`src/common/matmul_pkg.sv`:
```
package matmul_pkg;

  // Element width and tile dimension
  localparam int DWIDTH   = 8;
  localparam int MAT_SIZE = 4;

  typedef logic [DWIDTH-1:0]          data_t;
  typedef logic [2*DWIDTH+1:0]        acc_t;
  typedef logic [MAT_SIZE*DWIDTH-1:0] row_t;
  typedef logic [MAT_SIZE-1:0]        lane_mask_t;
  typedef logic [15:0]                addr_t;
  typedef logic [15:0]                stride_t;
  typedef logic [7:0]                 reg_addr_t;
  typedef logic [31:0]                reg_data_t;
  typedef logic [7:0]                 bank_sel_t;

  // Run configuration as seen by the engine
  typedef struct packed {
    addr_t   addr_a;
    addr_t   addr_b;
    addr_t   addr_c;
    stride_t stride_a;
    stride_t stride_b;
    stride_t stride_c;
  } mm_cfg_t;

  // External bank port select values
  localparam bank_sel_t BANK_A = 8'd0;
  localparam bank_sel_t BANK_B = 8'd1;
  localparam bank_sel_t BANK_C = 8'd2;

  // APB register map
  localparam reg_addr_t REG_CTRL_STATUS = 8'h04;
  localparam reg_addr_t REG_ADDR_A      = 8'h0E;
  localparam reg_addr_t REG_ADDR_B      = 8'h12;
  localparam reg_addr_t REG_ADDR_C      = 8'h16;
  localparam reg_addr_t REG_STRIDE_A    = 8'h28;
  localparam reg_addr_t REG_STRIDE_B    = 8'h32;
  localparam reg_addr_t REG_STRIDE_C    = 8'h03;

  // Control/status bit positions
  localparam int CTRL_START_BIT = 0;
  localparam int CTRL_DONE_BIT  = 31;

  typedef enum logic [1:0] {
    APB_IDLE,
    APB_WRITE,
    APB_READ
  } apb_state_t;

  typedef enum logic [1:0] {
    RUN_IDLE,
    RUN_LAUNCH,
    RUN_BUSY,
    RUN_DONE
  } run_state_t;

  typedef enum logic [2:0] {
    ENG_IDLE,
    ENG_LOAD_A,
    ENG_MAC,
    ENG_WRITE,
    ENG_FINISH
  } eng_state_t;

endpackage
```
`src/verilog/run_ctrl.sv`:
```
`timescale 1ns/100ps

module run_ctrl import matmul_pkg::*; (
  input  logic clk,
  input  logic PRESETn,
  input  logic start_req,
  input  logic clear_req,
  input  logic done_mat_mul,
  output logic start_mat_mul,
  output logic done_flag
);

  run_state_t state;

  // Done stays visible until software clears it
  assign done_flag = (state == RUN_DONE);

  always_ff @(posedge clk) begin
    if (!PRESETn) begin
      state         <= RUN_IDLE;
      start_mat_mul <= 1'b0;
    end else begin
      case (state)
        RUN_IDLE: begin
          start_mat_mul <= 1'b0;
          if (start_req) begin
            state <= RUN_LAUNCH;
          end
        end
        RUN_LAUNCH: begin
          start_mat_mul <= 1'b1;
          state         <= RUN_BUSY;
        end
        RUN_BUSY: begin
          if (done_mat_mul) begin
            start_mat_mul <= 1'b0;
            state         <= RUN_DONE;
          end
        end
        RUN_DONE: begin
          if (clear_req) begin
            state <= RUN_IDLE;
          end
        end
        default: state <= RUN_IDLE;
      endcase
    end
  end

endmodule

```
`config.mk`:
```
export PLATFORM = sky130hd
export DESIGN_NAME = run_ctrl
export DESIGN_NICKNAME = d
export VERILOG_FILES = /design/src/common/matmul_pkg.sv /design/src/verilog/run_ctrl.sv
export SDC_FILE = /design/constraint.sdc
export NUM_CORES = 1
export LEC_CHECK = 0
export BUFFER_PORTS_ARGS = -buffer_cell sky130_fd_sc_hd__buf_4
export CAP_MARGIN = 20
export CORE_AREA = 2 2 39 41
export DETAILED_ROUTE_END_ITERATION = 12
export DIE_AREA = 0 0 41 43
export HOLD_SLACK_MARGIN = 0.15
export RECOVER_POWER = 25
export SLEW_MARGIN = 25
export SYNTH_ARGS = -nofsm -noshare
export SYNTH_HDL_FRONTEND = slang
export SYNTH_SLANG_ARGS = --single-unit
```
`constraint.sdc`:
```
create_clock -name clk -period 4 [get_ports clk]
set_input_delay 0 -clock clk [delete_from_list [all_inputs] [get_ports clk]]
set_output_delay 0 -clock clk [all_outputs]
set_load 0.01 [all_outputs]
```
Word level (Yosys, flattened, before mapping):

Cells that the tools add are included.
W data, S select, Z words.

* word-level logic and storage cells: 18
* register bits: 3
* bits of input ports: 5
* output and inout bits: 2

* reduce and logical (&&, ||, !) cells: 4
* multiplexer cells: 6
* eq/ne operators: 6

Operators by type and width (count)
* $pmux W2 S4: 1
* $mux W2: 3
* $ne A2 B2 Y1 const B: 3
* $eq A2 B2 Y1 const B: 2
* $pmux W1 S3: 1
* $reduce_and A3 Y1: 1
* $reduce_bool A3 Y1: 1
* $eq A2 B1 Y1 const B: 1
* $logic_not A2 Y1: 1
* $reduce_and A2 Y1: 1
* $mux W1: 1

Logic depth before layout (Yosys ltp):

* word-level depth: 3
* depth in mapped cells: 5

Least setup slack after synthesis:

No wires, ideal clock.

* path type: register to register
* from: register state[0]
* to: register state[0]
* setup slack: 2.714 ns
* stages on the path, launching flop included: 6
* period minus slack after synthesis: 1.286 ns
* data required time: 3.884 ns
* library setup time: 0.116 ns
* buffers on the path: 0
* arrival: 1.169 ns
* cell sequence: dfxtp_1 inv_1 ha_1 or2_0 a221o_1 o211a_1

* longest elaborated chain between the ends: 3
* elaborated cells between the ends (all ways): 9

RTL lines
* start, declared: line run_ctrl.sv:13 `run_state_t state;`
* start signal, assigned: line run_ctrl.sv:20 `state <= RUN_IDLE;`
* start signal, assigned: line run_ctrl.sv:27 `state <= RUN_LAUNCH;`
* start signal, assigned: line run_ctrl.sv:32 `state <= RUN_BUSY;`
* $eq A2 B2 Y1 / $logic_not A2 Y1 (equally long branches): line run_ctrl.sv:23 `case (state)`
* $ne A2 B2 Y1 (no line)
* $reduce_and A3 Y1 (no line)

Several ways; a longest one is shown, not always the timed one.
A chain may end at the register's enable or synchronous reset.

Worst setup path in the final report:

Ends and elaborated chain as after synthesis.

==> metrics list <==
- Result of the run: complete, no violations
* Area of the die: roughly 1800 um^2
- TritonCTS created 3 clock buffers.
- Synth unique cells: 12
- Traced cell by cell, the critical path runs through inv_1 -> ha_1 -> or2_0 -> a221o_1 -> o211a_1.
* Worst-path clk slew: ~40 ps
- Fraction of the cycle the final worst path needs: between 30% and 40%
* Crit path buffers/inverters: 1
- Counting flops and latches in the post-synthesis netlist gives 3.
* Drt pass-1 iters: 2
- The tightest min-delay check is of the input pin to flop type.
- Final number of setup-violating endpoints: 0
* DRT Wirelength: about 400 um
- Of all nets on the critical path, the largest fanout is 4.
- Family of cells with the greatest summed delay on the critical path: compound AO/OA/AOI/OAI gates
- The sequential cells in the finished layout cover a total of 60.1 um^2.
- Ys Warns: 0
- For the worst setup path, the data arrival time is between 1500 and 2000 ps.
* H-tree depth reported by CTS: 1
- In this run the tightest slew margin relative to its limit is 81.5%.
* Starting density of the core: 16.8%
- Worst hold slack after final layout: around 190 ps
* All-Layer GR Usage: approximately 6.7%
* Area added between synthesis and finish: 41.9%
- After synthesis, the cell types taking the most area are sky130_fd_sc_hd__ha_1, sky130_fd_sc_hd__dfxtp_1, sky130_fd_sc_hd__a221oi_2.
- Buffers added to address setup during post-CTS repair amount to 0.
* Std cell rows: 14
- In this run the count of I/O pins placed on the die edge is 7.
* Max-slew violations: 0
* Max-cap violations: 0
* DRC violations left: 0
* Average footprint of a synthesized cell: between 10 and 15 um^2
- The number of hold buffers added after CTS was 1.
* Layout cells sized above 1: a little under 30%
- 0 antenna diodes ended up in the layout.
* Count of final hold-check violations: 0
* Pin count of the biggest net entering global routing: 6
- Highest-delay cell along the critical path: sky130_fd_sc_hd__dfxtp_1
- The number of nets handed over by synthesis was 33.
* Count of routing violations after the opening detailed-route iteration: 3
* Number of vias per cell: between 3 and 4
* GRT Residual Overflow: 0
- For the final database, setup skew stands at 4.84 ps.
- Antenna violations before repair: 0
- First-pass GRT wire length: roughly 740 um
* CTS tree: yes
* Worst Setup End Kind: flop
- Maximum buffer depth of the clock tree: 2
- In this run the standard cell core region covers ~1400 um^2.
- After layout, the minimum clock period comes to between 1000 and 1500 ps.
- Unrepaired setup endpoints after global routing: false
* Buffer cell driving the clock tree root: sky130_fd_sc_hd__clkbuf_4
* # clock sinks: 3
- Data on the critical path is required at its endpoint by 4130 ps.
* Via count: a little under 200
* PD cells: roughly 530 nW/um^2
- At the later pin of the worst-skew pair, clock insertion delay measures approximately 230 ps.
- Post-synthesis cell area: between 200 and 250 um^2
- The cell count after synthesis came out at 23.
* Final Instance Count excl. Fillers: 50
- Post-synthesis sequential area ratio: 25.8%
- For this design the static power due to leakage is 0.160 nW.
- Die W: slightly above 40 um
- Largest area contributor in the netlist: sky130_fd_sc_hd__ha_1
* Worst stage delay on the critical path: around 370 ps
- VDD sags by at most roughly 0.13 mV.
- After routing, the total negative slack on setup checks comes to 0 ps.
* Total of buffers placed on input and output ports: 6
* Antenna Nets Post-Route: 0
- Routed len/inst: 8.24 um
- At the placement stage, the worst setup path has a slack of around 2600 ps.
* Resize count post-CTS: 0
- Vias in the first global route: about 220
- Total power for the finished layout comes to about 0.17 mW.
- Actual transition at the worst max-transition pin: between 200 and 300 ps
- Fin nets: between 40 and 50
- Fmax: around 720 MHz
- The worst setup path is of the flop to flop kind.
- Fin worst setup slack: between 2000 and 3000 ps
- Gp weighted congestion: around 0.69
- Fill cells in the final layout number 151.
* Area share of the largest cell type after synthesis: a little over a quarter
- Cell total after placement: between 40 and 50
- Critical Path Source Type: flop
- DIE HEIGHT: approximately 43 um
* Area of the multi-input gates: 158 um^2
-- metal layers --
| layer | part of all wire [%] | vias to the layer above | global-route usage (%) |
|---|---|---|---|
| met5 | 0 | - | 0 |
| met4 | 2.4 | 0 | 8.00 |
| met3 | 9.2 | 2 | 3.14 |
| met2 | 48 | 7 | 9.38 |
| met1 | 40 | 87 | 6.07 |
| li1 | - | 99 | - |
-- kinds of logic after synthesis --
kind of cell,share of synthesized area [%]
and+or+nand+nor,15.1
muxes,4.30
adders and majority gates,26.9
AOI/OAI and AO/OA,21.5
DFF,25.8
buffers and inverters,6.45
-- registers in the layout, summed over array words and instances (netlist names) --
name,flops
state,2
start_mat_mul,1
-- cells in the mapped netlist --
library cell and n:
sky130_fd_sc_hd__a221o_1 1, sky130_fd_sc_hd__a221oi_2 1, sky130_fd_sc_hd__dfxtp_1 3, sky130_fd_sc_hd__ha_1 5, sky130_fd_sc_hd__inv_1 4, sky130_fd_sc_hd__mux2i_1 1, sky130_fd_sc_hd__nand2_1 2, sky130_fd_sc_hd__nor2b_4 1
sky130_fd_sc_hd__nor3b_1 1, sky130_fd_sc_hd__o211a_1 1, sky130_fd_sc_hd__o21a_1 2, sky130_fd_sc_hd__or2_0 1
-- power breakdown --
part           internal (mW)  switching, mW
sequential            0.0407        0.00862
combinational         0.0377         0.0333
clock                 0.0374         0.0162
-- metrics by stage --
step / util, % / cell area (um^2)
2_1_floorplan: - / 233
3_3_place_gp: 21.5 / 298
3_5_place_dp: 21.5 / 298
4_1_cts: 24.1 / 334
5_1_grt: 23.9 / 330
6_report: 23.9 / 330
-- worst paths after layout --
path	from	to	depth (start not counted)	slack, ps
max reg2reg	state[0]	state[0]	5	2620
max	state[0]	state[0]	5	2620
min	start_req	state[1]	4	190
min reg2reg	state[1]	state[1]	2	490
-- cells in the final DEF (no fill, tap or decap) --
| master | Yosys | final |
|---|---|---|
| sky130_fd_sc_hd__ha_1 | 5 | 5 |
| sky130_fd_sc_hd__buf_4 | 0 | 5 |
| sky130_fd_sc_hd__inv_1 | 4 | 4 |
| sky130_fd_sc_hd__clkbuf_4 | 0 | 3 |
| sky130_fd_sc_hd__dfxtp_1 | 3 | 3 |
| sky130_fd_sc_hd__nand2_1 | 2 | 2 |
| sky130_fd_sc_hd__o21a_1 | 2 | 2 |
| sky130_fd_sc_hd__clkbuf_1 | 0 | 2 |
| sky130_fd_sc_hd__nor2b_4 | 1 | 1 |
| sky130_fd_sc_hd__a221oi_2 | 1 | 1 |
| sky130_fd_sc_hd__mux2i_1 | 1 | 1 |
| sky130_fd_sc_hd__or2_0 | 1 | 1 |
| sky130_fd_sc_hd__a221o_1 | 1 | 1 |
| sky130_fd_sc_hd__o211a_1 | 1 | 1 |
| sky130_fd_sc_hd__nor3b_1 | 1 | 1 |
| sky130_fd_sc_hd__dlygate4sd3_1 | 0 | 1 |
-- cell type report --
class | count | area share, %
clock buffer | 4 | 7.95
inverter | 4 | 4.55
multi-input combinational | 16 | 47.7
sequential | 3 | 18.2
tap | 16 | 6.06
timing repair buffer | 7 | 15.5
-- tightest hold or removal path, stage by stage --
cell and delay (ps):
sky130_fd_sc_hd__buf_4 110, sky130_fd_sc_hd__inv_1 80, sky130_fd_sc_hd__a221oi_2 80, sky130_fd_sc_hd__mux2i_1 110
No activity file was read; power rests on OpenSTA's default activity.
