`src/common/matmul_pkg.sv`:
```
package matmul_pkg;

  // Element width and tile dimension
  localparam int DWIDTH   = 8;
  localparam int MAT_SIZE = 4;

  typedef logic [DWIDTH-1:0]          data_t;
  typedef logic [2*DWIDTH+1:0]        acc_t;
  typedef logic [MAT_SIZE*DWIDTH-1:0] row_t;
  typedef logic [MAT_SIZE-1:0]        lane_mask_t;
  typedef logic [15:0]                addr_t;
  typedef logic [15:0]                stride_t;
  typedef logic [7:0]                 reg_addr_t;
  typedef logic [31:0]                reg_data_t;
  typedef logic [7:0]                 bank_sel_t;

  // Run configuration as seen by the engine
  typedef struct packed {
    addr_t   addr_a;
    addr_t   addr_b;
    addr_t   addr_c;
    stride_t stride_a;
    stride_t stride_b;
    stride_t stride_c;
  } mm_cfg_t;

  // External bank port select values
  localparam bank_sel_t BANK_A = 8'd0;
  localparam bank_sel_t BANK_B = 8'd1;
  localparam bank_sel_t BANK_C = 8'd2;

  // APB register map
  localparam reg_addr_t REG_CTRL_STATUS = 8'h04;
  localparam reg_addr_t REG_ADDR_A      = 8'h0E;
  localparam reg_addr_t REG_ADDR_B      = 8'h12;
  localparam reg_addr_t REG_ADDR_C      = 8'h16;
  localparam reg_addr_t REG_STRIDE_A    = 8'h28;
  localparam reg_addr_t REG_STRIDE_B    = 8'h32;
  localparam reg_addr_t REG_STRIDE_C    = 8'h03;

  // Control/status bit positions
  localparam int CTRL_START_BIT = 0;
  localparam int CTRL_DONE_BIT  = 31;

  typedef enum logic [1:0] {
    APB_IDLE,
    APB_WRITE,
    APB_READ
  } apb_state_t;

  typedef enum logic [1:0] {
    RUN_IDLE,
    RUN_LAUNCH,
    RUN_BUSY,
    RUN_DONE
  } run_state_t;

  typedef enum logic [2:0] {
    ENG_IDLE,
    ENG_LOAD_A,
    ENG_MAC,
    ENG_WRITE,
    ENG_FINISH
  } eng_state_t;

endpackage
```
`src/engine/mm_engine.sv`:
```
`timescale 1ns/100ps

module mm_engine import matmul_pkg::*; (
  input  logic    clk,
  input  logic    PRESETn,
  input  logic    start_mat_mul,
  input  mm_cfg_t cfg,
  input  row_t    a_row,
  input  row_t    b_row,
  output logic    done_mat_mul,
  output addr_t   a_addr,
  output addr_t   b_addr,
  output addr_t   c_addr,
  output row_t    c_row,
  output logic    c_we
);

  localparam int CNT_W = $clog2(MAT_SIZE + 1);

  eng_state_t       state;
  logic [CNT_W-1:0] row_cnt;
  logic [CNT_W-1:0] mac_cnt;
  row_t             a_lat;
  logic             acc_clear;
  logic             acc_en;

  // Accumulate runs one cycle behind the B address
  assign acc_clear = (state == ENG_LOAD_A);
  assign acc_en    = (state == ENG_MAC) && (mac_cnt != '0);

  // A row is latched, then shifted down one element per step
  always_ff @(posedge clk) begin
    if (state == ENG_MAC) begin
      if (mac_cnt == '0) begin
        a_lat <= a_row;
      end else begin
        a_lat <= a_lat >> DWIDTH;
      end
    end
  end

  mac_row u_mac_row (
    .clk    (clk),
    .clear  (acc_clear),
    .enable (acc_en),
    .a_elem (a_lat[DWIDTH-1:0]),
    .b_row  (b_row),
    .c_row  (c_row)
  );

  //////////////////////////////
  // Row and column sequencing
  //////////////////////////////
  always_ff @(posedge clk) begin
    if (!PRESETn) begin
      state        <= ENG_IDLE;
      row_cnt      <= '0;
      mac_cnt      <= '0;
      a_addr       <= '0;
      b_addr       <= '0;
      c_addr       <= '0;
      c_we         <= 1'b0;
      done_mat_mul <= 1'b0;
    end else begin
      case (state)
        ENG_IDLE: begin
          if (start_mat_mul) begin
            a_addr  <= cfg.addr_a;
            c_addr  <= cfg.addr_c;
            row_cnt <= '0;
            state   <= ENG_LOAD_A;
          end
        end
        ENG_LOAD_A: begin
          // A row address is on the bus this cycle
          b_addr  <= cfg.addr_b;
          mac_cnt <= '0;
          state   <= ENG_MAC;
        end
        ENG_MAC: begin
          b_addr  <= b_addr + cfg.stride_b;
          mac_cnt <= mac_cnt + 1'b1;
          if (mac_cnt == CNT_W'(MAT_SIZE)) begin
            c_we  <= 1'b1;
            state <= ENG_WRITE;
          end
        end
        ENG_WRITE: begin
          c_we   <= 1'b0;
          c_addr <= c_addr + cfg.stride_c;
          if (row_cnt == CNT_W'(MAT_SIZE - 1)) begin
            done_mat_mul <= 1'b1;
            state        <= ENG_FINISH;
          end else begin
            row_cnt <= row_cnt + 1'b1;
            a_addr  <= a_addr + cfg.stride_a;
            state   <= ENG_LOAD_A;
          end
        end
        ENG_FINISH: begin
          // Hold done until the run controller drops start
          if (!start_mat_mul) begin
            done_mat_mul <= 1'b0;
            state        <= ENG_IDLE;
          end
        end
        default: state <= ENG_IDLE;
      endcase
    end
  end

endmodule

```
`src/engine/mac_row.sv`:
```
`timescale 1ns/100ps

module mac_row import matmul_pkg::*; (
  input  logic  clk,
  input  logic  clear,
  input  logic  enable,
  input  data_t a_elem,
  input  row_t  b_row,
  output row_t  c_row
);

  acc_t acc [MAT_SIZE];

  // One accumulator per lane, clear wins over enable
  always_ff @(posedge clk) begin
    for (int l = 0; l < MAT_SIZE; l++) begin
      if (clear) begin
        acc[l] <= '0;
      end else if (enable) begin
        acc[l] <= acc[l] + acc_t'(a_elem) * acc_t'(b_row[l*DWIDTH +: DWIDTH]);
      end
    end
  end

  // C keeps only the low element bits
  always_comb begin
    for (int l = 0; l < MAT_SIZE; l++) begin
      c_row[l*DWIDTH +: DWIDTH] = acc[l][DWIDTH-1:0];
    end
  end

endmodule

```
`config.mk`:
```
export PLATFORM = sky130hd
export DESIGN_NAME = mm_engine
export DESIGN_NICKNAME = d
export VERILOG_FILES = /design/src/common/matmul_pkg.sv /design/src/engine/mm_engine.sv /design/src/engine/mac_row.sv
export SDC_FILE = /design/constraint.sdc
export NUM_CORES = 1
export LEC_CHECK = 0
export ABC_AREA = 1
export BUFFER_PORTS_ARGS = -buffer_cell sky130_fd_sc_hd__buf_2
export CELL_PAD_IN_SITES_DETAIL_PLACEMENT = 0
export CELL_PAD_IN_SITES_GLOBAL_PLACEMENT = 1
export CORE_UTILIZATION = 44
export DETAILED_ROUTE_END_ITERATION = 8
export GPL_TIMING_DRIVEN = 0
export PLACE_DENSITY_LB_ADDON = 0.1
export REMOVE_ABC_BUFFERS = 1
export SYNTH_ARGS = -nofsm -noshare
export SYNTH_HDL_FRONTEND = slang
export SYNTH_SLANG_ARGS = --single-unit
```
`constraint.sdc`:
```
create_clock -name clk -period 12.2 [get_ports clk]
set_clock_uncertainty 0.05 [all_clocks]
set_input_delay 2.44 -clock clk [delete_from_list [all_inputs] [get_ports clk]]
set_output_delay 2.44 -clock clk [all_outputs]
set_load 0.02 [all_outputs]
```
After elaboration in Yosys (flattened, before gate mapping)
Memories as Yosys holds them, arrays and structs flattened.
Cells that the tools add are included.
{ "totals": {"regBits": 91, "latchBits": 0, "ram_bits": 72, "mem_bits_ro": 0, "in_bits": 163, "output_inout_bits": 82, "elab_cells": 82, "memories": 1} }
{ "classes": {"addsub": 9, "multipliers": 4, "div": 0, "n_lt_le_gt_ge": 0, "n_eq_ne": 11, "shifts": 0, "n_mux": 30, "bitwise": 4, "reduce_logical": 13} }
{ "memory_table": {"columns": ["name", "words", "width", "read_ports", "rd_clocked_by_memory_dff", "wr", "line_no", "source"], "rows": [
  ["u_mac_row.acc", 4, 18, 4, 0, 4, "mac_row.sv:12", "acc_t acc [MAT_SIZE];"]
]} }
{ "ops": {"columns": ["cell", "n"], "rows": [
  ["one-hot mux 16 bit (2 select lines)", 3],
  ["adder 18 x 16 -> 18 bit", 4],
  ["two-way mux 18 bit", 4],
  ["multiplier 8 x 8 -> 16 bit", 4],
  ["adder 16 bit", 3],
  ["two-way mux 16 bit", 3],
  ["two-way mux 24 bit", 1],
  ["two-way mux 3 bit", 6],
  ["one-hot mux 3 bit (5 select lines)", 1],
  ["one-hot mux 3 bit (2 select lines)", 2],
  ["== test 3 x 2 -> 1 bit (second input constant)", 3],
  ["AND reduction 3 bit", 3],
  ["two-way mux 1 bit", 8],
  ["inequality test 2 bit (second input constant)", 4],
  ["nonzero test 2 bit", 4],
  ["adder 3 x 1 -> 3 bit (second input constant)", 2],
  ["== test 3 bit (second input constant)", 2],
  ["logical NOT 3 bit", 2],
  ["bitwise OR 1 bit", 4],
  ["one-hot mux 1 bit (2 select lines)", 2],
  ["AND reduction 2 bit", 2],
  ["== test 3 x 1 -> 1 bit (second input constant)", 1],
  ["nonzero test 3 bit", 1],
  ["inequality test 2 x 1 -> 1 bit (second input constant)", 1],
  ["logical AND 1 bit", 1]
]} }

Depth between registers and ports, before layout
{ "depth": {"word_depth": 6, "mapped_depth": 25, "ltp_nobuf": 23} }

Hierarchy
From an unflattened synthesis, not the netlist that was laid out.
{ "hier_totals": {"hier_cells": 1860, "area_unflattened_um2": 12849.8} }
{ "modules_own_cells": {"columns": ["mod", "n_inst", "cells_per_inst", "area_each_um2", "seq_area_each_um2"], "rows": [
  ["mm_engine", 1, 1029, 6820.3, 2142.1],
  ["mac_row", 1, 831, 6029.5, 960.9]
]} }

Least setup slack after synthesis
Ideal clock, no wire load.
{ "synth_path": {"kind": "input -> register", "start": "in b_row[8]", "end": "mem u_mac_row.acc[1][7] in the netlist's numbering, data pin", "setup_time_ps": 255, "arrival_ps": 5939, "t_required_ps": 11895, "setup_slack_ps": 5956, "cell_stages": 19, "n_path_buf": 1, "path_cell_list": "clkbuf_1 -> nand2_1 -> fa_1 -> fa_1 -> inv_1 -> fa_1 -> inv_1 -> fa_1 -> inv_1 -> ha_1 -> a21oi_1 -> nand2_1 -> or2_2 -> nand2_1 -> inv_1 -> nand2_1 -> nand2_1 -> a21oi_1 -> nor2_1"} }
{ "synth_rtl": {"columns": ["item", "line_no", "source"], "rows": [
  ["from (decl)", "mm_engine.sv:9", "input row_t b_row,"],
  ["to (decl)", "mac_row.sv:12", null]
]} }

==> results.cfg <==
[run_status]
status = finished, final reports clean

[global_routing]
grt_first_pass_wirelength_um = 53300
grt_max_degree = 38
grt_usage_pct = 23.1
grt_pass1_vias = 11100
antenna_found_initial = 4
grt_overflow = 0

[run]
drv_cap = 0

[critical_path]
r2r_cells = 18
critPathKind = in -> reg
rrSetupSlack_ps = 6930
start_kind = primary input
cp.required_ps = 12330
path_max_fanout = 7
end_kind = register
crit_arrival_ps = 6190
regToRegEndpoint = u_mac_row.acc[1][7]$_SDFFCE_PN0P_
rr_startpoint = a_lat[1]$_DFFE_PP_

[detailed_routing]
drt_iter0_drc = 494
drtPass1Iterations = 4
ant_nets = 0
via_count = 11600
vias_per_cell = 4.72
wl_per_cell_um = 13.4
drc_errors = 0
drt-total-wl_um = 32800

[clocking]
numCtsBuffers = 17
cts.reportedPaths.clkPinSlew_ps = 60
postCtsSetupBuffers = 0
cts_max_level = 4
cts_resized = 0
tritoncts = built
worstSkewPairLatency_ps = 420
clock_path_buffers = 2
cts_root_buffer = clkbuf_16
ctsHoldBuffers = 0
cts.sinks = 123

[synthesis]
synth_top_area_share_pct = 18.0
synth_cell_types = 38
synthCells = 1839
yosysTopAreaCell = nand2_1
yosysMostFrequentCell = nand2_1
synthFlopType = edfxtp_1
ys_seq_area_share_pct = 24.6
synth_seq_cells = 123
netlist_area_um2 = 12600
synth_common_cells = 604 x nand2_1, 389 x inv_1, 117 x ha_1
avgSynthCellArea_um2 = 6.85
synth_edf_count = 64
ys_top_cells_by_area = nand2_1 18%, edfxtp_1 15%, fa_1 12%, ha_1 12%, inv_1 12%
async_reset_ff_share_pct = 0
yosysWarnings = 0

[pwr]
ir_drop_v = 0.0000934
power_leakage_nw = 8.41
p_per_area_nw_per_um2 = 194

[timing]
timing.fmax_ghz = 0.165
hold_viol_final = 0
setup_viol = 0
timing.setup.tns_ps = 0
final.setup.worst_slack_ps = 6140
rsz0062_at_grt = false
drv_slew = 0
tightest_slew_ps = 1300
fin_crit_sh_pct = 49.7
fin_crit_ps = 6060
relSlewSlack_pct = 13.3

[floorplan]
die_w_um = 171
core_um2 = 27900
die_area_um2 = 29300
io_pins = 245
initial_core_util_pct = 45.1
rows = 61
die_y_um = 171

[min_path]
min_path_type = reg -> reg
hold-path-cell-count = 2
holdPathEnd = done_mat_mul$_SDFFE_PN0P_
worstHoldStart = done_mat_mul$_SDFFE_PN0P_

[placement]
dp_hpwl_um = 25100
gp_congestion = 0.856
dp.cells = 2413
dp_slack_ps = 5720
io_buffer_count = 244
dpl_cell_area_um2 = 14100

[layout]
drive_gt1_share_pct = 14.7
syn_to_final_growth_pct = 17.4
final_nets = 2410
fin_util_pct = 52.9
final_cells = 2448
design_area_um2 = 14800
cells in the final DEF, fill, tap and decap left out, types with 8 or more instances in the layout:
master	synthesis	layout
fa_1	75	75
inv_1	389	389
clkbuf_16	0	17
edfxtp_1	64	64
buf_2	20	244
nor2_1	112	110
nand4_1	11	11
nand3_1	110	110
a31oi_1	8	8
nand2_1	604	603
a21oi_1	88	88
dfxtp_1	59	59
o21ai_0	45	45
ha_1	117	117
xor2_1	30	30
xnor2_1	14	14
or2_2	8	8
layout make-up:
class | instances | area [um^2]
clock buffers | 18 | 429
multi-input cells | 1269 | 7780
clock inverters | 14 | 194
inverters | 396 | 1490
diodes | 2 | 5.00
repair buffers | 248 | 1310
fillers | 2914 | 13200
well taps | 378 | 473
flip-flops and latches | 123 | 3100
stage by stage:
stage | total power [W] | hold WS, ps
floorplan | 0.00189 | 385
global placement | 0.00230 | 400
detailed placement | 0.00233 | 418
CTS | 0.00290 | 432
global route | 0.00320 | 450
finish | 0.00287 | 430
flip-flops by register name, indices dropped and copies added, names as in the netlist, 3 cells and up:
signal / count
a_addr: 16
a_lat: 32
b_addr: 16
c_addr: 16
mac_cnt: 3
row_cnt: 3
state: 3
u_mac_row.acc: 32
metal layers:
metal  GRT usage, %  routed length [um]  up-vias
li1               -                   -     6062
met1           28.5               14600     5239
met2           41.0               16000      222
met3           4.23                1570       33
met4           6.33                 550        2
met5              0                  10        -
cells by family (layout without fill, tap and decap cells):
logic type               count (synthesis)  count (layout)  share of synthesized area [%]
adder cells (fa/ha/maj)                192             192                           23.5
buffers and inverters                  447             676                           13.7
XOR/XNOR                                44              44                           3.06
AND/OR/NAND/NOR                        869             869                           27.9
other                                    0               2                              0
flip-flops                             123             123                           24.6
AO/OA/AOI/OAI                          164             164                           7.10
worst max-delay path by stage:
stage                               start                           endpoint
floorplan                       b_row[12]  u_mac_row.acc[1][7]$_SDFFCE_PN0P_
global placement    state[2]$_SDFFE_PN0P_  u_mac_row.acc[1][4]$_SDFFCE_PN0P_
detailed placement               b_row[9]  u_mac_row.acc[1][7]$_SDFFCE_PN0P_
CTS                              b_row[9]  u_mac_row.acc[1][7]$_SDFFCE_PN0P_
global route                     b_row[9]  u_mac_row.acc[1][7]$_SDFFCE_PN0P_
finish                           b_row[9]  u_mac_row.acc[1][7]$_SDFFCE_PN0P_
worst max-delay path, stage by stage:
cell     delay [ps]
buf_2           160
nand2_1          90
fa_1            500
fa_1            530
inv_1            50
fa_1            490
inv_1            60
fa_1            530
inv_1            40
ha_1            330
a21oi_1         140
nand2_1         100
or2_2           290
nand2_1          80
inv_1            40
nand2_1          50
nand2_1          60
a21oi_1         120
nor2_1           60
where the power goes:
group          total [W]  switching [W]  internal [W]
registers       0.000636      0.0000859      0.000550
clock network   0.000550       0.000207      0.000343
logic            0.00169        0.00105      0.000632
(Power assumes the default switching activity.)
