## config.mk

```make
export PLATFORM = sky130hd
export DESIGN_NAME = apb_config
export DESIGN_NICKNAME = d
export VERILOG_FILES = /design/src/common/matmul_pkg.sv /design/src/verilog/apb_config.sv
export SDC_FILE = /design/constraint.sdc
export NUM_CORES = 1
export LEC_CHECK = 0
export BUFFER_PORTS_ARGS = -buffer_cell sky130_fd_sc_hd__buf_2
export CAP_MARGIN = 20
export CORE_MARGIN = 2
export CORE_UTILIZATION = 25
export CTS_BUF_LIST = sky130_fd_sc_hd__clkbuf_4 sky130_fd_sc_hd__clkbuf_8
export DETAILED_ROUTE_END_ITERATION = 6
export GPL_TIMING_DRIVEN = 0
export PLACE_DENSITY = 0.42
export SYNTH_ARGS = -nofsm -noshare
export SYNTH_HDL_FRONTEND = slang
export SYNTH_SLANG_ARGS = --single-unit
```

## constraint.sdc

```tcl
create_clock -name clk -period 2.44 [get_ports clk]
set_clock_uncertainty 0.05 [all_clocks]
set_input_delay 0.61 -clock clk [delete_from_list [all_inputs] [get_ports clk]]
set_output_delay 0.61 -clock clk [all_outputs]
set_load 0.01 [all_outputs]
```

## src/common/matmul_pkg.sv

```systemverilog
package matmul_pkg;

  // Element width and tile dimension
  localparam int DWIDTH   = 8;
  localparam int MAT_SIZE = 4;

  typedef logic [DWIDTH-1:0]          data_t;
  typedef logic [2*DWIDTH+1:0]        acc_t;
  typedef logic [MAT_SIZE*DWIDTH-1:0] row_t;
  typedef logic [MAT_SIZE-1:0]        lane_mask_t;
  typedef logic [15:0]                addr_t;
  typedef logic [15:0]                stride_t;
  typedef logic [7:0]                 reg_addr_t;
  typedef logic [31:0]                reg_data_t;
  typedef logic [7:0]                 bank_sel_t;

  // Run configuration as seen by the engine
  typedef struct packed {
    addr_t   addr_a;
    addr_t   addr_b;
    addr_t   addr_c;
    stride_t stride_a;
    stride_t stride_b;
    stride_t stride_c;
  } mm_cfg_t;

  // External bank port select values
  localparam bank_sel_t BANK_A = 8'd0;
  localparam bank_sel_t BANK_B = 8'd1;
  localparam bank_sel_t BANK_C = 8'd2;

  // APB register map
  localparam reg_addr_t REG_CTRL_STATUS = 8'h04;
  localparam reg_addr_t REG_ADDR_A      = 8'h0E;
  localparam reg_addr_t REG_ADDR_B      = 8'h12;
  localparam reg_addr_t REG_ADDR_C      = 8'h16;
  localparam reg_addr_t REG_STRIDE_A    = 8'h28;
  localparam reg_addr_t REG_STRIDE_B    = 8'h32;
  localparam reg_addr_t REG_STRIDE_C    = 8'h03;

  // Control/status bit positions
  localparam int CTRL_START_BIT = 0;
  localparam int CTRL_DONE_BIT  = 31;

  typedef enum logic [1:0] {
    APB_IDLE,
    APB_WRITE,
    APB_READ
  } apb_state_t;

  typedef enum logic [1:0] {
    RUN_IDLE,
    RUN_LAUNCH,
    RUN_BUSY,
    RUN_DONE
  } run_state_t;

  typedef enum logic [2:0] {
    ENG_IDLE,
    ENG_LOAD_A,
    ENG_MAC,
    ENG_WRITE,
    ENG_FINISH
  } eng_state_t;

endpackage
```

## src/verilog/apb_config.sv

```systemverilog
`timescale 1ns/100ps

module apb_config import matmul_pkg::*; (
  input  logic      clk,
  input  logic      PRESETn,
  input  reg_addr_t PADDR,
  input  logic      PWRITE,
  input  logic      PSEL,
  input  logic      PENABLE,
  input  reg_data_t PWDATA,
  input  logic      start_mat_mul,
  input  logic      done_flag,
  output reg_data_t PRDATA,
  output logic      PREADY,
  output mm_cfg_t   cfg,
  output logic      start_req,
  output logic      clear_req
);

  apb_state_t state;
  reg_data_t  sink_reg;
  reg_data_t  status_word;
  reg_data_t  rd_data;

  always_comb begin
    status_word = '0;
    status_word[CTRL_DONE_BIT]  = done_flag;
    status_word[CTRL_START_BIT] = start_mat_mul;
  end

  // Read mux, unmapped addresses fall back to the sink
  always_comb begin
    case (PADDR)
      REG_CTRL_STATUS: rd_data = status_word;
      REG_ADDR_A:      rd_data = reg_data_t'(cfg.addr_a);
      REG_ADDR_B:      rd_data = reg_data_t'(cfg.addr_b);
      REG_ADDR_C:      rd_data = reg_data_t'(cfg.addr_c);
      REG_STRIDE_A:    rd_data = reg_data_t'(cfg.stride_a);
      REG_STRIDE_B:    rd_data = reg_data_t'(cfg.stride_b);
      REG_STRIDE_C:    rd_data = reg_data_t'(cfg.stride_c);
      default:         rd_data = sink_reg;
    endcase
  end

  //////////////////////////////
  // Transfer FSM and registers
  //////////////////////////////
  always_ff @(posedge clk) begin
    if (!PRESETn) begin
      state        <= APB_IDLE;
      PRDATA       <= '0;
      PREADY       <= 1'b0;
      cfg.addr_a   <= '0;
      cfg.addr_b   <= '0;
      cfg.addr_c   <= '0;
      cfg.stride_a <= stride_t'(1);
      cfg.stride_b <= stride_t'(1);
      cfg.stride_c <= stride_t'(1);
      start_req    <= 1'b0;
      clear_req    <= 1'b0;
      sink_reg     <= '0;
    end else begin
      // PREADY and PRDATA only live for one cycle
      PREADY <= 1'b0;
      PRDATA <= '0;
      case (state)
        APB_IDLE: begin
          if (PSEL) begin
            state <= PWRITE ? APB_WRITE : APB_READ;
          end
        end
        APB_WRITE: begin
          if (PSEL && PWRITE && PENABLE) begin
            case (PADDR)
              REG_CTRL_STATUS: begin
                start_req <= PWDATA[CTRL_START_BIT];
                clear_req <= PWDATA[CTRL_DONE_BIT];
              end
              REG_ADDR_A:   cfg.addr_a   <= addr_t'(PWDATA);
              REG_ADDR_B:   cfg.addr_b   <= addr_t'(PWDATA);
              REG_ADDR_C:   cfg.addr_c   <= addr_t'(PWDATA);
              REG_STRIDE_A: cfg.stride_a <= stride_t'(PWDATA);
              REG_STRIDE_B: cfg.stride_b <= stride_t'(PWDATA);
              REG_STRIDE_C: cfg.stride_c <= stride_t'(PWDATA);
              default:      sink_reg     <= PWDATA;
            endcase
            PREADY <= 1'b1;
          end
          state <= APB_IDLE;
        end
        APB_READ: begin
          if (PSEL && !PWRITE && PENABLE) begin
            PRDATA <= rd_data;
            PREADY <= 1'b1;
          end
          state <= APB_IDLE;
        end
        default: state <= APB_IDLE;
      endcase
    end
  end

endmodule

```

# Yosys cells after proc, flatten, opt, wreduce, memory -nomap -nowiden
# Index checks and enable logic that the tools add are counted.
[classes]
eq_ne = 9
reduce_logical = 17
bitwise_logic = 1
mux = 5
[op_table]
columns = ["op", "n"]
rows = [
  ["$pmux W32 S7", 1],
  ["$reduce_and A3 Y1", 9],
  ["$eq A8 B5 Y1 const B", 2],
  ["$eq A8 B6 Y1 const B", 2],
  ["$eq A8 B2 Y1 const B", 1],
  ["$eq A8 B3 Y1 const B", 1],
  ["$eq A8 B4 Y1 const B", 1],
  ["$reduce_or A7 Y1", 1],
  ["$logic_and A1 B1 Y1", 4],
  ["$eq A2 B1 Y1 const B", 1],
  ["$eq A2 B2 Y1 const B", 1],
  ["$logic_not A2 Y1", 1],
  ["$mux W1", 2],
  ["$mux W2", 1],
  ["$pmux W1 S2", 1],
  ["$reduce_and A2 Y1", 1],
  ["$logic_not A1 Y1", 1],
  ["$not A1 Y1", 1],
]
[totals]
out_inout_bits = 131
regBits = 165

# Longest topological paths before layout
# Gate-level depths: netlist of run 1.
[logic_depth]
ltp_word = 5
mapped_depth = 9
ltp_nobuf = 6

# Worst setup path after synthesis of run 1
# No wires, ideal clock.
[synth_path]
path_type = "input to register"
start = "input port PADDR[5]"
end = "register sink_reg[10]"
n_path_buf = 2
path_slack_ps = 156
cell_stages = 7
t_arrival_ps = 2162
required_ps = 2318
path_cell_list = "or4_4 > nor4_4 > nor4_2 > buf_4 > nand2_4 > buf_6 > mux2i_1"
[synth_via]
elab_chain_len = 4
elab_cells_between_ends = 10
[synth_rtl]
columns = ["element", "line", "text"]
rows = [
  ["start, declared", "apb_config.sv:6", "input reg_addr_t PADDR,"],
  ["$eq A8 B2 Y1, or another cell as far along", "apb_config.sv:74", "case (PADDR)"],
  ["$reduce_or A7 Y1 (no source line) (*)", "-", ""],
  ["$not A1 Y1 (no source line) (*)", "-", ""],
  ["$reduce_and A3 Y1 (no source line) (*)", "-", ""],
  ["end signal, assigned", "apb_config.sv:61", "sink_reg <= '0;"],
  ["end signal, assigned", "apb_config.sv:85", "default: sink_reg <= PWDATA;"],
  ["end, declared", "apb_config.sv:21", "reg_data_t sink_reg;"],
]
# Every way passes the cells marked *; elsewhere a longest branch is shown, timed or not.
# A chain may end at the register's enable or synchronous reset.

# Worst setup path after layout of run 1
[layout_path]
start = "input port PADDR[3]"
end = "register PRDATA[13]"
[layout_via]
elab_chain_len = 2
elab_cells_between_ends = 8
[layout_rtl]
columns = ["element", "line", "text"]
rows = [
  ["$eq A8 B2 Y1, or another cell as far along", "apb_config.sv:33", "case (PADDR)"],
  ["$pmux W32 S7 (*)", "apb_config.sv:33", ""],
  ["end signal, assigned", "apb_config.sv:93", "PRDATA <= rd_data;"],
  ["end, declared", "apb_config.sv:13", "output reg_data_t PRDATA,"],
]
# Marked as above.

==> metrics.txt, run 1 <==
outcome complete, no violations; Critical Path RT about 2.8 ns; kind of critical path in -> reg; most used cell, CP buf_2; initial antenna violation count 0; Detail Route Antenna Nets 0; r2r endpoint cfg[32]$_SDFFE_PN1P_; Syn Area/Cell 9.16 um^2; total gr overflow 0; die area roughly 29,000 um^2; Final Critical Period around 2.3 ns; DR DRC count 0; clock transition at the registers of the reported paths roughly 0.10 ns; Yosys top cell area share about half; final hold violation count 0; HP Class in -> reg; Worst Path Arrival about 2.6 ns; worst r2r path cells 8; final non-filler cell total between 1,000 and 1,500; worst hold path endpoint state[1]$_SDFFE_PN0P_; Inserted Clock Buffers 17; largest net degree at the start of global routing 17; Synth area leaders dfxtp_1 48%, mux2i_1 9.7%, nand2_1 9.3%, a21boi_0 6.5%, nand3_1 3.9%; I/O Pins approximately 180; fmax 433 MHz; Max Slew Vio Count 0; routed vias approximately 6,100; reg-to-reg slack, setup about 0.22 ns; Seq/Total Area, Yosys approximately 48%; Sink Count 165; DPL Wire Length between 15,000 and 20,000 um; CP max-delay cell nor4_4; Layout Nets 992; start point of the worst hold path PWRITE; Syn Nets 796; DRT iter0 DRCs between 300 and 400; die width about 170 um; number of global-route vias before repair around 6,000; Hold Path Cell Cnt 2; Slew Limit Headroom 53.5%; clk root buf clkbuf_8; final RePlAce weighted congestion between 0.8 and 0.9; final worst path period share between 90% and 100%; Cells after Synth 746; area leader, netlist dfxtp_1; CP peak stage delay roughly 0.39 ns; RSZ-0062 raised after global routing no; critical-path cell list buf_2 > buf_2 > nor4bb_1 > and3_1 > nor4_4 > buf_4 > buf_2 > nand2_1 > a31oi_1; H-tree depth 4; Initial Util between 20 and 30%; drt pass-1 iters 6; startpoint types input pin; IO buf count about 180; max-cap violation count 0; Unique masters post-synth 46; placed instance count 1,262; Die Ht between 150 and 200 um; core area between 20,000 and 30,000 um^2; Layout Area Growth over Synthesis 25.7%; P_leak approximately 0.0035 uW; Via density between 4 and 5; hold buffers post-CTS 0; Worst-Skew Late Latency roughly 0.47 ns; maximum root-to-sink buffer count 2; Final setup viols 0; Ys Warns 0; TritonCTS clock tree yes; crit path max fanout 10; max reg flops 96; Post-Route WL between 20,000 and 30,000 um; Synth Cell Area about 6800 um^2; first-pass GRT wire length approximately 38,000 um; hold slack roughly 0.32 ns; r2r startpoint state[1]$_SDFFE_PN0P_; share of layout cells above drive strength 1 roughly a quarter; VDD IR max about 0.36 mV; P per Cell Area 581 nW/um^2; post-layout util 32.0%; total track usage between 10% and 20%; row cnt 60; Synth Register Bits around 170; CP endpoint kind flip-flop; Tightest Pin Transition ~0.7 ns; WL/cell approximately 20 um
==> final cells by class <==
class / count / area (um^2)
Clock inverter: 13 / 143
Buffer: 58 / 283
Fill cell: 2864 / 18300
Multi-Input combinational cell: 519 / 3270
Sequential cell: 165 / 3300
Clock buffer: 19 / 255
Tap cell: 341 / 427
Timing Repair Buffer: 179 / 906
Inverter: 2 / 7.51
Antenna cell: 1 / 2.50
==> synthesized netlist by cell type (all sizes together) <==
master    n
a211oi    2
a221o     1
nor4bb    2
and4b     1
and3      5
a22oi    15
mux2      2
nand3    53
nand3b    3
and2b     1
nor2b    33
and4      3
nor4      3
buf      18
nor2     17
nand4b    2
nor3      3
or4b      1
a221oi    2
mux2i    66
or4       2
nand2   170
and4bb    1
a21boi   63
a311oi    1
dfxtp   165
and2     17
nor4b     2
inv       2
a31oi    16
a21oi    13
nand2b    1
ha        3
a32o      2
a222oi   13
clkbuf   42
==> cell families after synthesis <==
kind of cell	after synthesis	synth area share, %
multiplexers	68	10.0
AO/OA/AOI/OAI	128	13.9
flip-flops	165	48.3
buffers and inverters	62	4.23
adder cells (fa/ha/maj)	3	0.549
AND/OR/NAND/NOR	320	23.0
==> stage by stage <==
step / TNS (ns) / setup slack [ns] / area (um^2) / power (uW)
final: 0 / 0.128 / 8590 / 4990
after global routing: 0 / 0.0171 / 8590 / 5180
after CTS: 0 / 0.0166 / 8560 / 5060
after detailed placement: -64.44 / -0.616 / 8140 / 3020
after global placement: -62.95 / -0.662 / 8140 / 3020
after floorplan: 0 / 0.156 / 6830 / 2880
==> how the worst max path moves through the flow <==
stage,endpoint,startpoint,slack [ns]
after floorplan,sink_reg[10]$_SDFFE_PN0P_,PADDR[5],0.16
after CTS,cfg[87]$_SDFFE_PN0P_,PADDR[5],0.02
final,PRDATA[13]$_SDFF_PN0_,PADDR[3],0.13
after global placement,PRDATA[6]$_SDFF_PN0_,PADDR[0],-0.66
after global routing,cfg[1]$_SDFFE_PN0P_,state[1]$_SDFFE_PN0P_,0.02
after detailed placement,PRDATA[7]$_SDFF_PN0_,PADDR[0],-0.62
==> repair_timing <==
action,4_1_cts,5_1_grt
gates cloned,0,0
setup buffers,1,3
endpoints found under the setup margin,80,80
gates resized for setup,5,10
pin swaps,2,2
==> placed cells by master, fill, tap and decap left out, types with 3 or more instances in the layout <==
| cell | synthesis | routed |
|---|---|---|
| buf_2 | 9 | 185 |
| nand2_1 | 169 | 168 |
| dfxtp_1 | 165 | 165 |
| mux2i_1 | 66 | 66 |
| a21boi_0 | 59 | 59 |
| nand3_1 | 53 | 53 |
| clkbuf_1 | 42 | 34 |
| nor2b_1 | 33 | 33 |
| clkbuf_8 | 0 | 18 |
| and2_1 | 17 | 17 |
| nor2_1 | 17 | 17 |
| a22oi_1 | 15 | 15 |
| a31oi_1 | 16 | 15 |
| a222oi_1 | 13 | 13 |
| a21oi_1 | 13 | 13 |
| buf_4 | 4 | 8 |
| clkbuf_2 | 0 | 6 |
| and3_1 | 5 | 5 |
| buf_6 | 4 | 4 |
| a21boi_1 | 4 | 4 |
| clkinv_4 | 0 | 4 |
| and4_1 | 3 | 3 |
| nand3b_1 | 3 | 3 |
| ha_1 | 3 | 3 |
| inv_6 | 0 | 3 |
==> worst max-delay path: cells and delay by family <==
family                 cells  cell delay (ns)
AO/OA/AOI/OAI              1             0.20
buffers and inverters      4             0.87
AND/OR/NAND/NOR            4             0.96
==> where the power goes <==
| group | internal (uW) | switching (uW) |
|---|---|---|
| clock network | 882 | 1150 |
| registers | 2700 | 3.64 |
| logic | 88.2 | 167 |
==> layer usage <==
layer	wire (um)	up-vias	global-route usage [%]
met5	0	-	0
met4	335	0	4.57
met3	1250	23	3.89
met2	11900	165	29.3
met1	12000	2869	23.4
li1	-	2993	-
(Power assumes the default switching activity.)
==> inputs of run 2 (changes only) <==
CORE_ASPECT_RATIO = 0.5   (was not set)
CORE_MARGIN = 8   (was 2)
==> metrics.txt, run 2 (synthesis gave the netlist of run 1 again) <==
Worst Path Arrival between 2 and 3 ns; WL/cell 20.4 um; Layout Area Growth over Synthesis 26.2%; clock transition at the registers of the reported paths ~0.080 ns; Final WS setup ~0.096 ns; r2r endpoint cfg[32]$_SDFFE_PN1P_; total gr overflow 0; Final Critical Period roughly 2.3 ns; clk root buf clkbuf_8; placed instance count between 1,000 and 1,500; area of all placed cells without fillers approximately 8600 um^2; gr busiest metal met2; RSZ-0062 raised after global routing no; Inserted Clock Buffers 17; Tightest Pin Transition about 0.7 ns; Slew Limit Headroom a little over half; H-tree depth 4; die width 250 um; FILL cells around 2,900; Critical Path RT 2.79 ns; IO buf count around 180; CP endpoint kind flip-flop; max-cap violation count 0; final hold violation count 0; Post-Route WL 26,600 um; final non-filler cell total approximately 1,300; I/O Pins ~180; Hold Path Cell Cnt 2; crit path max fanout 10; row cnt 42; DR DRC count 0; final RePlAce weighted congestion around 0.79; P_leak about 0.0035 uW; reg-to-reg slack, setup approximately 0.19 ns; placed cell areas 8150 um^2; startpoint types input pin; drt pass-1 iters 7; met3 Usage GRT under 10%; register area between 3000 and 4000 um^2; total negative slack 0 ns; DRT iter0 DRCs between 400 and 500; Layout Nets 989; kind of critical path in -> reg; leading cell types in the layout, fill and taps excluded 185 x buf_2, 167 x nand2_1, 165 x dfxtp_1; core area about 27,000 um^2; die area approximately 33,000 um^2; start point of the worst hold path PWRITE; Total Power 5180 uW; worst hold path endpoint state[1]$_SDFFE_PN0P_; r2r startpoint state[1]$_SDFFE_PN0P_; largest net degree at the start of global routing 17; Sink Count about 170; area of the multi-input gates around 3300 um^2; first-pass GRT wire length 39,700 um; DPL Wire Length between 20,000 and 25,000 um; HP Class in -> reg; final worst path period share a little over nine tenths; total track usage 15.8%; Detail Route Antenna Nets 0; share of layout cells above drive strength 1 approximately a quarter; Final setup viols 0; TritonCTS clock tree yes; Die Ht 133 um; grt met1 use 19.3%; Via density between 4 and 5; met2 GRT Util a little over a quarter; hold buffers post-CTS 0; VDD IR max slightly above 0.3 mV; leading cell type in the layout, fill and taps excluded buf_2; Worst-Skew Late Latency around 0.48 ns; worst r2r path cells 8; Max Slew Vio Count 0; Initial Util ~26%; outcome complete, no violations; routed vias between 6,000 and 7,000; maximum root-to-sink buffer count 2; P per Cell Area roughly 600 nW/um^2; fmax around 430 MHz; number of global-route vias before repair just over 6,000; dpl ws -0.657 ns; initial antenna violation count 1; max reg flops 96
-- run 2: changes by cell type in the layout (fill, tap and decap cells not counted), moves of 3 or more --
cell / change
clkbuf_8: +5
buf_4: -3
clkinv_4: -3
inv_6: -3
-- run 2: worst max-delay path: stages --
cell and delay [ns]:
buf_2 0.14, or4_4 0.60, nor4_4 0.49, nor4_2 0.08, buf_4 0.21, nand2_4 0.12
buf_6 0.21, mux2i_1 0.21
-- run 2: layout make-up --
cell class	instances	share of cell area, %
Inverter	2	0.0871
Timing Repair Buffer	176	10.2
Buffer	58	3.31
Clock buffer	25	3.85
Clock inverter	7	1.35
Multi-Input combinational cell	519	37.7
Antenna cell	1	0.0290
Tap cell	352	5.11
Sequential cell	165	38.3
-- run 2: metal layers --
layer | share of wire, % | up-vias
met5 | 0 | -
met4 | 2.3 | 0
met3 | 4.8 | 28
met2 | 49 | 156
met1 | 44 | 2983
li1 | - | 2976
-- run 2: how the worst max path moves through the flow --
| stage | from | depth (start not counted) | slack (ns) | endpoint |
|---|---|---|---|---|
| 2_1_floorplan | PADDR[5] | 7 | 0.16 | sink_reg[10]$_SDFFE_PN0P_ |
| 3_3_place_gp | PADDR[0] | 7 | -0.64 | PRDATA[15]$_SDFF_PN0_ |
| 3_5_place_dp | PADDR[0] | 7 | -0.66 | PRDATA[15]$_SDFF_PN0_ |
| 4_1_cts | state[1]$_SDFFE_PN0P_ | 8 | 0.003 | cfg[38]$_SDFFE_PN0P_ |
| 5_1_grt | state[1]$_SDFFE_PN0P_ | 7 | 0.01 | cfg[1]$_SDFFE_PN0P_ |
| 6_report | PADDR[5] | 8 | 0.1 | sink_reg[17]$_SDFFE_PN0P_ |
-- run 2: what timing repair did --
item / 4_1_cts / 5_1_grt
gates resized for setup: 5 / 12
endpoints found under the setup margin: 66 / 83
pin swaps: 2 / 0
setup buffers: 0 / 1
-- run 2: through the flow --
step                util (%)  hold WS (ns)
floorplan                  -         0.380
global route            32.4         0.295
global placement        30.6         0.390
finish                  32.4         0.330
CTS                     32.3         0.282
detailed placement      30.6         0.390
-- run 2: power by group --
part	leakage [uW]	switching, uW	internal (uW)
registers	0.00133	3.90	2700
clock network	0.000229	1030	1200
logic	0.00199	165	87.9
==> inputs of run 3 (changes only) <==
CELL_PAD_IN_SITES_DETAIL_PLACEMENT = 0   (was not set)
CELL_PAD_IN_SITES_GLOBAL_PLACEMENT = 1   (was not set)
PLACE_DENSITY = 0.53   (was 0.42)
==> metrics.txt, run 3 (synthesis gave the netlist of run 1 again) <==
Flop pwr share between 50% and 60%; DRT iter0 DRCs 530; share of layout cells above drive strength 1 26.0%; diode count 0; Inserted Clock Buffers 17; Clock power frac around two fifths; Initial Util 25.7%; maximum root-to-sink buffer count 2; core area around 27,000 um^2; area of the multi-input gates between 3000 and 4000 um^2; fmax around 430 MHz; kind of critical path in -> reg; total negative slack 0 ns; routed vias 6,167; leading cell types in the layout, fill and taps excluded 185 x buf_2, 169 x nand2_1, 165 x dfxtp_1; switching power between 1000 and 1500 uW; P_leak 0.00355 uW; row cnt 42; die area 33,200 um^2; Slew Limit Headroom about half; number of global-route vias before repair 6,196; final worst path period share 95.9%; final RePlAce weighted congestion between 0.8 and 0.9; Via density 4.71; CP endpoint kind flip-flop; Worst Path Arrival about 2.7 ns; DPL Wire Length 20,900 um; cell family with most CP delay buffers and inverters; crit path max fanout 10; initial antenna violation count 0; Final Critical Period around 2.3 ns; Worst-Skew Late Latency around 0.49 ns; outcome complete, no violations; first-pass GRT wire length approximately 40,000 um; critical-path cell list buf_2 > buf_2 > nor4bb_1 > and3_1 > clkbuf_1 > nor4_2 > buf_4 > buf_2 > nand2_1 > a31oi_1; switching part of the total between 20% and 30%; final hold violation count 0; CP max-delay cell nor4_2; Final setup viols 0; Sink Count 165; IO buf count 175; register area between 3000 and 4000 um^2; H-tree depth 4; largest net degree at the start of global routing 17; RSZ-0062 raised after global routing no; hold slack around 0.31 ns; P per Cell Area a little under 600 nW/um^2; max reg flops 96; Post-Route WL 26,900 um; clock transition at the registers of the reported paths around 0.090 ns; die width ~250 um; Layout Area Growth over Synthesis 25.9%; most used cell, CP buf_2; Tightest Pin Transition between 0.7 and 0.8 ns; Die Ht approximately 130 um; post-layout util approximately 32%; r2r startpoint state[1]$_SDFFE_PN0P_; clk root buf clkbuf_8; HP Class in -> reg; CP startpoint PADDR[3]; WL/cell 20.5 um; Max Slew Vio Count 0; total gr overflow 0; leading cell type in the layout, fill and taps excluded buf_2; DR DRC count 0; internal power 3770 uW; startpoint types input pin; CP peak stage delay between 0.3 and 0.4 ns; VDD IR max ~0.33 mV; total track usage around 16%; drt pass-1 iters 5; Detail Route Antenna Nets 0; Layout Nets a little under 1,000; start point of the worst hold path PWDATA[25]; Bufs and invs on worst path 5; FILL cells 2,843; Critical Path RT around 2.8 ns; TritonCTS clock tree yes; I/O Pins about 180; hold buffers post-CTS 0; max-cap violation count 0; Combinational Power Share under 10%
==> run 3: per-layer routing <==
metal	up-vias	part of all wire (%)	GRT usage, %
met5	-	0	0
met4	0	2.1	5.83
met3	30	5.0	3.13
met2	177	48	27.0
met1	2962	45	19.8
li1	2998	-	-
==> run 3: worst paths after layout <==
check | slack [ns] | depth (start not counted) | end
max | 0.10 | 10 | PRDATA[12]$_SDFF_PN0_
min reg2reg | 0.40 | 1 | PRDATA[24]$_SDFF_PN0_
max reg2reg | 0.14 | 8 | cfg[85]$_SDFFE_PN0P_
min | 0.31 | 3 | sink_reg[25]$_SDFFE_PN0P_
==> run 3: area by class of cell <==
cell class | count | share of cell area, %
buffer | 59 | 3.37
clock buffer | 20 | 3.20
clock inverter | 12 | 1.47
inverter | 2 | 0.0872
multi-input combinational | 519 | 37.7
sequential | 165 | 38.4
tap | 352 | 5.12
timing repair buffer | 180 | 10.6
==> run 3: what timing repair did <==
item	4_1_cts	5_1_grt
gates cloned	0	0
buffers inserted	0	5
pin swaps	0	3
gates resized for setup	6	9
endpoints found under the setup margin	60	104
==> run 3: power by group through the flow <==
stage	combinational, uW	sequential (uW)	clock (uW)
floorplan	119	2760	0
global placement	252	2760	0
detailed placement	254	2760	0
CTS	255	2700	2130
global route	277	2700	2240
finish	254	2700	2060
==> run 3: worst register-to-register path, cell delays in order, from the launching register on <==
cell	delay [ns]
dfxtp_1	0.34
inv_1	0.08
ha_1	0.16
and4_1	0.37
buf_2	0.33
nand2_1	0.30
clkbuf_2	0.36
nand2_1	0.13
a21boi_0	0.09
==> run 3: per-stage QoR <==
stage	power [uW]	cells	cell area, um^2	setup WS, ns
after detailed placement	3020	1273	8150	-0.664
after global routing	5220	1309	8600	0.00712
after floorplan	2880	746	6830	0.156
final	5020	1309	8600	0.100
after global placement	3020	1273	8150	-0.668
after CTS	5080	1304	8560	0.00166
